`src/hw/br_pkg.sv`:
```
`default_nettype none

package br_pkg;

    // basic widths
    typedef logic [31:0] word_t;
    typedef logic [3:0]  br_kind_t;
    typedef logic [4:0]  br_sub_t;
    typedef logic [31:0] ctrl_t;

    // instruction classes, low nibble of ctrl
    localparam br_kind_t KIND_BR  = 4'd1;
    localparam br_kind_t KIND_JMP = 4'd8;

    // conditional branch subtypes
    localparam br_sub_t SUB_ALWAYS = 5'd0;
    localparam br_sub_t SUB_EQ     = 5'd1;
    localparam br_sub_t SUB_NE     = 5'd2;
    localparam br_sub_t SUB_LT     = 5'd3;
    localparam br_sub_t SUB_GE     = 5'd4;
    localparam br_sub_t SUB_LTU    = 5'd5;
    localparam br_sub_t SUB_GEU    = 5'd6;

    // jump subtypes
    localparam br_sub_t SUB_JR  = 5'd0;
    localparam br_sub_t SUB_JPC = 5'd1;

    // flag bits in ctrl
    localparam int CTRL_BR_BIT   = 31;
    localparam int CTRL_PAIR_BIT = 30;

    // result queue, also the upstream credit count
    localparam int RES_DEPTH   = 4;
    localparam int RES_PTR_W   = $clog2(RES_DEPTH);
    localparam int RES_CNT_W   = $clog2(RES_DEPTH + 1);
    // downstream buffer slots
    localparam int OUT_CREDITS = 2;
    localparam int OCRED_W     = $clog2(OUT_CREDITS + 1);

    // fetch block is 8 bytes
    localparam int    FETCH_ALIGN = 3;
    localparam word_t FETCH_BYTES = word_t'(2 ** FETCH_ALIGN);
    localparam word_t FETCH_MASK  = ~(FETCH_BYTES - word_t'(1));

    typedef logic [RES_PTR_W-1:0] res_ptr_t;
    typedef logic [RES_CNT_W-1:0] res_cnt_t;
    typedef logic [OCRED_W-1:0]   ocred_t;

    // predictor record, 32 bits
    typedef struct packed {
        logic        hit;
        logic        taken;
        logic [29:0] spare;
    } pred_t;

    typedef struct packed {
        ctrl_t ctrl;
        word_t pc;
        word_t imm;
        word_t rj;
        word_t rk;
        word_t npc;
        pred_t pred;
    } br_req_t;

    typedef struct packed {
        logic  redirect;
        logic  flush_pair;
        word_t target;
        word_t pc;
    } br_res_t;

    // field pickers for the control word
    function automatic br_kind_t ctrl_kind(ctrl_t c);
        return c[3:0];
    endfunction

    function automatic br_sub_t ctrl_sub(ctrl_t c);
        return c[11:7];
    endfunction

endpackage

`default_nettype wire

```
`src/hw/br_cond_eval.sv`:
```
`timescale 1ns/10ps
`default_nettype none

module br_cond_eval import br_pkg::*; (
    input  logic    clk,
    input  logic    arst_n,
    input  logic    in_valid,
    input  br_req_t in_req,
    output logic    taken_valid,
    output logic    taken
);

    br_kind_t kind;
    br_sub_t  sub;
    logic     op_eq;
    logic     op_lt;
    logic     op_ltu;
    logic     taken_d;

    assign kind = ctrl_kind(in_req.ctrl);
    assign sub  = ctrl_sub(in_req.ctrl);

    // compare operands here, no external zero flag
    assign op_eq  = (in_req.rj == in_req.rk);
    assign op_lt  = ($signed(in_req.rj) < $signed(in_req.rk));
    assign op_ltu = (in_req.rj < in_req.rk);

    always_comb begin
        // unknown kind or subtype falls through
        taken_d = 1'b0;
        if (kind == KIND_BR) begin
            case (sub)
                SUB_ALWAYS: taken_d = 1'b1;
                SUB_EQ:     taken_d = op_eq;
                SUB_NE:     taken_d = !op_eq;
                SUB_LT:     taken_d = op_lt;
                SUB_GE:     taken_d = !op_lt;
                SUB_LTU:    taken_d = op_ltu;
                SUB_GEU:    taken_d = !op_ltu;
                default:    taken_d = 1'b0;
            endcase
        end else if (kind == KIND_JMP) begin
            // both jump forms are unconditional
            taken_d = (sub == SUB_JR) || (sub == SUB_JPC);
        end
    end

    always_ff @(posedge clk or negedge arst_n) begin
        if (!arst_n) begin
            taken_valid <= 1'b0;
        end else begin
            taken_valid <= in_valid;
        end
    end

    // result bit only moves with a request
    always_ff @(posedge clk) begin
        if (in_valid) begin
            taken <= taken_d;
        end
    end

endmodule

`default_nettype wire

```
`src/hw/br_target_gen.sv`:
```
`timescale 1ns/10ps
`default_nettype none

module br_target_gen import br_pkg::*; (
    input  logic    clk,
    input  logic    arst_n,
    input  logic    in_valid,
    input  br_req_t in_req,
    output logic    tgt_valid,
    output word_t   taken_target,
    output word_t   fall_target,
    output br_req_t fwd_req
);

    logic  is_jr;
    word_t base;
    word_t taken_d;
    word_t fall_d;

    // register-indirect jump uses rj as base
    assign is_jr = (ctrl_kind(in_req.ctrl) == KIND_JMP) && (ctrl_sub(in_req.ctrl) == SUB_JR);
    assign base  = is_jr ? in_req.rj : in_req.pc;

    assign taken_d = base + in_req.imm;

    // next aligned fetch block
    assign fall_d = (in_req.pc & FETCH_MASK) + FETCH_BYTES;

    always_ff @(posedge clk or negedge arst_n) begin
        if (!arst_n) begin
            tgt_valid <= 1'b0;
        end else begin
            tgt_valid <= in_valid;
        end
    end

    // payload, held alongside the valid bit
    always_ff @(posedge clk) begin
        if (in_valid) begin
            taken_target <= taken_d;
            fall_target  <= fall_d;
            fwd_req      <= in_req;
        end
    end

endmodule

`default_nettype wire

```
`src/hw/br_resolver.sv`:
```
`timescale 1ns/10ps
`default_nettype none

module br_resolver import br_pkg::*; (
    input  logic    clk,
    input  logic    arst_n,
    input  logic    taken_valid,
    input  logic    taken,
    input  logic    tgt_valid,
    input  word_t   taken_target,
    input  word_t   fall_target,
    input  br_req_t fwd_req,
    input  logic    out_credit,
    output logic    out_valid,
    output br_res_t out_res,
    output logic    in_credit
);

    word_t    res_target;
    logic     is_br;
    logic     is_pair;
    logic     npc_match;
    logic     res_redirect;
    logic     res_flush;
    br_res_t  res_d;
    logic     push;
    logic     pop;

    br_res_t  res_mem [RES_DEPTH];
    res_ptr_t wr_ptr;
    res_ptr_t rd_ptr;
    res_cnt_t res_cnt;
    ocred_t   out_cred;

    // both units see the same request, so valids line up
    assign push = taken_valid && tgt_valid;

    assign res_target = taken ? taken_target : fall_target;

    assign is_br     = fwd_req.ctrl[CTRL_BR_BIT];
    assign is_pair   = fwd_req.ctrl[CTRL_PAIR_BIT];
    assign npc_match = (fwd_req.npc == res_target);

    // fetch went elsewhere
    assign res_redirect = is_br && !npc_match;

    // predictor right, but partner slot of the block must go
    // only for the first slot of the block, pc bit 3 clear
    assign res_flush = npc_match && !fwd_req.pc[3] && fwd_req.pred.hit &&
                       fwd_req.pred.taken && is_pair && is_br;

    always_comb begin
        res_d            = '0;
        res_d.redirect   = res_redirect;
        res_d.flush_pair = res_flush;
        res_d.target     = res_target;
        res_d.pc         = fwd_req.pc;
    end

    // send head only while downstream holds a slot
    assign out_valid = (res_cnt != '0) && (out_cred != '0);
    assign pop       = out_valid;
    assign out_res   = res_mem[rd_ptr];
    // each send frees one upstream slot
    assign in_credit = pop;

    // queue storage
    always_ff @(posedge clk) begin
        if (push) begin
            res_mem[wr_ptr] <= res_d;
        end
    end

    // depth is a power of two, pointers wrap on their own
    always_ff @(posedge clk or negedge arst_n) begin
        if (!arst_n) begin
            wr_ptr <= '0;
            rd_ptr <= '0;
        end else begin
            if (push) begin
                wr_ptr <= wr_ptr + 1'b1;
            end
            if (pop) begin
                rd_ptr <= rd_ptr + 1'b1;
            end
        end
    end

    // occupancy
    always_ff @(posedge clk or negedge arst_n) begin
        if (!arst_n) begin
            res_cnt <= '0;
        end else begin
            case ({push, pop})
                2'b10:   res_cnt <= res_cnt + 1'b1;
                2'b01:   res_cnt <= res_cnt - 1'b1;
                default: res_cnt <= res_cnt;
            endcase
        end
    end

    // downstream credits, one per free slot
    always_ff @(posedge clk or negedge arst_n) begin
        if (!arst_n) begin
            out_cred <= ocred_t'(OUT_CREDITS);
        end else begin
            case ({pop, out_credit})
                2'b10:   out_cred <= out_cred - 1'b1;
                2'b01:   out_cred <= out_cred + 1'b1;
                default: out_cred <= out_cred;
            endcase
        end
    end

endmodule

`default_nettype wire

```
`src/hw/br_unit.sv`:
```
`timescale 1ns/10ps
`default_nettype none

module br_unit import br_pkg::*; (
    input  logic    clk,
    input  logic    arst_n,
    // upstream side
    input  logic    in_valid,
    input  br_req_t in_req,
    output logic    in_credit,
    // downstream side
    output logic    out_valid,
    output br_res_t out_res,
    input  logic    out_credit
);

    // evaluator to resolver
    logic    taken_valid;
    logic    taken;

    // target generator to resolver
    logic    tgt_valid;
    word_t   taken_target;
    word_t   fall_target;
    br_req_t fwd_req;

    // taken decision, one cycle
    br_cond_eval cond_i (
        .clk         (clk),
        .arst_n      (arst_n),
        .in_valid    (in_valid),
        .in_req      (in_req),
        .taken_valid (taken_valid),
        .taken       (taken)
    );

    // both candidate targets, same cycle as the evaluator
    br_target_gen tgt_i (
        .clk          (clk),
        .arst_n       (arst_n),
        .in_valid     (in_valid),
        .in_req       (in_req),
        .tgt_valid    (tgt_valid),
        .taken_target (taken_target),
        .fall_target  (fall_target),
        .fwd_req      (fwd_req)
    );

    // redirect and flush, result queue, credits
    br_resolver res_i (
        .clk          (clk),
        .arst_n       (arst_n),
        .taken_valid  (taken_valid),
        .taken        (taken),
        .tgt_valid    (tgt_valid),
        .taken_target (taken_target),
        .fall_target  (fall_target),
        .fwd_req      (fwd_req),
        .out_credit   (out_credit),
        .out_valid    (out_valid),
        .out_res      (out_res),
        .in_credit    (in_credit)
    );

endmodule

`default_nettype wire

```
`config.mk`:
```
export PLATFORM = sky130hd
export DESIGN_NAME = br_unit
export DESIGN_NICKNAME = d
export VERILOG_FILES = /design/src/hw/br_pkg.sv /design/src/hw/br_cond_eval.sv /design/src/hw/br_target_gen.sv /design/src/hw/br_resolver.sv /design/src/hw/br_unit.sv
export SDC_FILE = /design/constraint.sdc
export NUM_CORES = 1
export LEC_CHECK = 0
export BUFFER_PORTS_ARGS = -buffer_cell sky130_fd_sc_hd__buf_2
export CAP_MARGIN = 20
export CORE_ASPECT_RATIO = 1.1
export CORE_MARGIN = 4
export CORE_UTILIZATION = 30
export DETAILED_ROUTE_END_ITERATION = 8
export PLACE_DENSITY = 0.45
export SYNTH_ARGS = -nofsm -noshare
export SYNTH_HDL_FRONTEND = slang
export SYNTH_HIERARCHICAL = 1
export SYNTH_SLANG_ARGS = --single-unit
```
`constraint.sdc`:
```
create_clock -name clk -period 7.43 [get_ports clk]
set_input_delay 1.486 -clock clk [delete_from_list [all_inputs] [get_ports clk]]
set_output_delay 1.486 -clock clk [all_outputs]
set_load 0.1 [all_outputs]
```
# --- Word-level counts from Yosys, hierarchy flattened ---
# Memory sizes are Yosys's and may differ from the RTL's.
# Cells that the tools add are included.
# W data, S select, Z words.
totals:
  register_bits: 173
  ramBits: 264
  inputBits: 228
  output_inout_bits: 68
  elab_cells: 66
  n_memories: 1
op_classes:
  add_sub_neg: 8
  n_lt_le_gt_ge: 2
  n_eq_ne: 14
  n_mux: 9
  reduce_logical: 19
memory_table:
  columns: ["memory", "depth", "word_bits", "read_ports", "rd_clocked_by_memory_dff", "write_ports", "line_no", "rtl"]
  rows:
  - ["res_i.res_mem", 4, 66, 1, 0, 1, "br_resolver.sv:29", "br_res_t res_mem [RES_DEPTH];"]
op_table:
  columns: ["cell", "n"]
  rows:
  - ["$eq A32 B32 Y1", 2]
  - ["$lt A32 B32 Y1", 2]
  - ["$mux W32", 2]
  - ["$add A32 B32 Y32", 1]
  - ["$add A32 B4 Y32 const B", 1]
  - ["$eq A5 B3 Y1 const B", 3]
  - ["$eq A5 B2 Y1 const B", 2]
  - ["$logic_and A1 B1 Y1", 8]
  - ["$pmux W1 S7", 1]
  - ["$add A2 B1 Y2 const B", 3]
  - ["$pmux W3 S2", 1]
  - ["$reduce_bool A2 Y1", 3]
  - ["$eq A5 B1 Y1 const B", 1]
  - ["$logic_not A1 Y1", 5]
  - ["$logic_not A5 Y1", 1]
  - ["$eq A2 B1 Y1 const B", 2]
  - ["$eq A2 B2 Y1 const B", 2]
  - ["$eq A4 B1 Y1 const B", 1]
  - ["$eq A4 B4 Y1 const B", 1]
  - ["$mux W1", 4]
  - ["$pmux W2 S2", 1]
  - ["$add A3 B1 Y3 const B", 1]
  - ["$reduce_bool A3 Y1", 1]
  - ["$sub A3 B1 Y3 const B", 1]
  - ["other kinds (2)", 2]

# --- Longest topological paths before layout ---
depth:
  ltp_word: 7
  mapped_depth: 14
  depth_no_buf: 13

# --- Cells and area by module ---
# The synthesis kept the hierarchy.
by_module_without_submodules:
  columns: ["module", "n_inst", "cells_per_inst", "area_per_inst_um2", "seq_area_each_um2"]
  rows:
  - ["br_target_gen", 1, 666, 11340.9, 8583.2]
  - ["br_resolver", 1, 469, 10829.1, 8154.1]
  - ["br_cond_eval", 1, 138, 1067.3, 55.1]

# --- Least setup slack after synthesis ---
# Ideal clock, no wire load.
synth_path:
  kind: "input to register"
  start: "input in_req[199] (netlist name)"
  end: "register tgt_i.taken_target[28], data pin"
  setup_ps: 259
  arrival_time_ps: 4302
  t_required_ps: 7171
  path_slack_ps: 2869
  path_stages: 14
  n_path_buf: 1
  cell_sequence: "nor4_1 > nand4b_1 > clkbuf_1 > mux2_2 > ha_1 > inv_1 > fa_1 > nor2b_1 > o2111ai_1 > a211oi_2 > o311ai_4 > o211ai_4 > nand2_1 > a211o_1"
synth_between:
  elab_chain_len: 4
synth_lines:
  columns: ["element", "line_no", "rtl"]
  rows:
  - ["start, declared", "br_unit.sv:9", "input br_req_t in_req,"]
  - ["$logic_not A5 Y1", "br_target_gen.sv:21", "assign is_jr = (ctrl_kind(in_req.ctrl) == KIND_JMP) && (ctrl_sub(in_req.ctrl) == SUB_JR);"]
  - ["$logic_and A1 B1 Y1", "br_target_gen.sv:21", null]
  - ["$mux W32", "br_target_gen.sv:22", "assign base = is_jr ? in_req.rj : in_req.pc;"]
  - ["$add A32 B32 Y32", "br_target_gen.sv:24", "assign taken_d = base + in_req.imm;"]
  - ["named net tgt_i.taken_d[28]", "br_target_gen.sv:17", "word_t taken_d;"]
  - ["end signal, assigned", "br_target_gen.sv:40", "taken_target <= taken_d;"]
  - ["end, declared", "br_target_gen.sv:10", "output word_t taken_target,"]
# The timed path passes the listed nets, and every way through them passes these cells.
# A chain may end at the register's enable or synchronous reset.

==> results.yml <==
status:
  status: "completed"
worst_setup_path:
  worst_setup_path_end_kind: "output pin"
  cp_slowest_cell: "dfrtp_4"
  crit_fanout: 39
  cp_top_family: "flip-flops"
  worstPathRequired_ps: 5940
  setup.worst_path.class: "flip-flop to output pin"
  rrSetupSlack_ps: 4410
  cp-start-kind: "flip-flop"
  cp.arrival_ps: 3310
  worst-path-buf-inv: 2
  crit_chain: "buf_4 > mux4_2 > buf_2"
  critPathMaxStageDelay_ps: 1010
place:
  io_buffers: 244
  gp_congestion: 0.7746
  dp.cells: 2162
  place_hpwl_mm: 36.51
floorplan:
  start_util: 0.3031
  die_h_um: 268.8
  io_pins: 296
  rows: 95
  core_area_um2: 61220
  die_w_um: 245.1
  die_area_um2: 65890
timing:
  setup_tns_ps: 0
  setup_viol: 0
  drv_slew: 0
  post-route-min-period_ps: 4797
  fmax_ghz: 0.2084
  slew_headroom: 0.3333
  worst_pin_slew_ps: 1000
  min_period_over_period: 0.6457
  hold_viol: 0
  finClkSkew_ps: 18.36
  rsz0062_at_grt: "no"
layout:
  mostFrequentLayoutCells: "edfxtp_1 (394), buf_2 (243), ha_1 (73)"
  fillers: 5841
  layout-drive-gt1-share: 0.3401
  final_common_cell: "edfxtp_1"
  area_delta_synth_final_pct: 20.10
  instances_no_fill: 2251
  num-nets-final: 1690
clock_network:
  clock-sinks: 405
  cts_tree: "built"
  clk_path_buf_depth: 3
  clk_latency_ps: 580
  postCtsSetupRepairBufs: 0
  h-tree-depth: 2
  cts_resized: 0
  cts_made_buffers: 47
  ctsHoldBuffers: 0
  clk_pin_slew_worst_paths_ps: 60
  clock-root-buffer: "clkbuf_16"
routing:
  antenna_left: 0
  wl_mm: 51.59
  drcViolationCount: 0
  drt_first_iter_violations: 489
  wire_per_inst_um: 22.92
  routed_via_density: 4.646
  num_vias: 10460
  first_pass_iters: 4
grt:
  grt_pass1_wl_mm: 74.60
  grt_usage: 0.1551
  grt_overflow: 0
  grt_max_degree: 87
  antenna_found_initial: 4
  grt_pass1_vias: 11090
pwr:
  leakagePower_uw: 0.008257
  powerDensity_nw_per_um2: 380.9
  ir_drop_v: 0.0002081
synthesis:
  avgSynthCellArea_um2: 16.61
  yosys_warnings: 6
  netlist_instances: 1117
  syn_area_um2: 18550
run:
  drv_cap: 0
min_path:
  hp-class: "flip-flop to flip-flop"
[sequential cells by signal, indices dropped and copies added, names as in the netlist]
signal and cells:
res_i/res_mem 264, tgt_i/fwd_req 68, tgt_i/taken_target 32, tgt_i/fall_target 29, res_i/res_cnt 3, res_i/out_cred 2, res_i/rd_ptr 2, res_i/wr_ptr 2
cond_i/taken 1, cond_i/taken_valid 1, tgt_i/tgt_valid 1
[power by group]
part	total (µW)	switching [µW]	internal, µW
Clock	2300	957	1340
Sequential	3020	195	2830
Combinational	3160	2420	748
[final timing paths]
path | end | depth (start not counted) | start
setup reg to reg | res_i/res_mem[2][64] | 6 | cond_i/taken
setup / recovery | out_res[42] | 3 | res_i/rd_ptr[0]
hold reg to reg | res_i/res_cnt[2] | 1 | res_i/res_cnt[2]
hold / removal | res_i/res_cnt[2] | 1 | res_i/res_cnt[2]
min in group asynchronous | res_i/rd_ptr[1] | 1 | arst_n
max in group asynchronous | res_i/out_cred[1] | 1 | arst_n
[per-layer routing]
metal,GRT usage,share of wire,vias up
li1,-,-,4917
met1,0.2045,0.43,5247
met2,0.2690,0.50,238
met3,0.02755,0.047,55
met4,0.03547,0.017,2
met5,0,0.00014,-
[through the flow]
| stage | setup slack, ps | util | cell area [µm²] | hold slack [ps] | power (µW) |
|---|---|---|---|---|---|
| final | 2633 | 0.3640 | 22280 | 464.4 | 8488 |
| after global routing | 2340 | 0.3638 | 22270 | 477.7 | 8851 |
| after CTS | 2419 | 0.3638 | 22270 | 470.7 | 8645 |
| after detailed placement | 2321 | 0.3387 | 20730 | 458.9 | 6307 |
| after global placement | 2359 | 0.3387 | 20730 | 459.7 | 6294 |
| after floorplan | 2869 | - | 18560 | 442.2 | 5617 |
[final cells by class]
type                            count  area (µm²)  share of cell area
Antenna cell                        4       10.01           0.0004492
Sequential cell                   405       12120              0.5437
Multi-Input combinational cell    623        6073              0.2726
Clock buffer                       50        1187             0.05329
Inverter                           56       210.2            0.009433
Tap cell                          824        1031             0.04627
Clock inverter                     35       352.8             0.01583
Timing Repair Buffer              254        1303             0.05845
No activity file was read; power rests on OpenSTA's default activity.
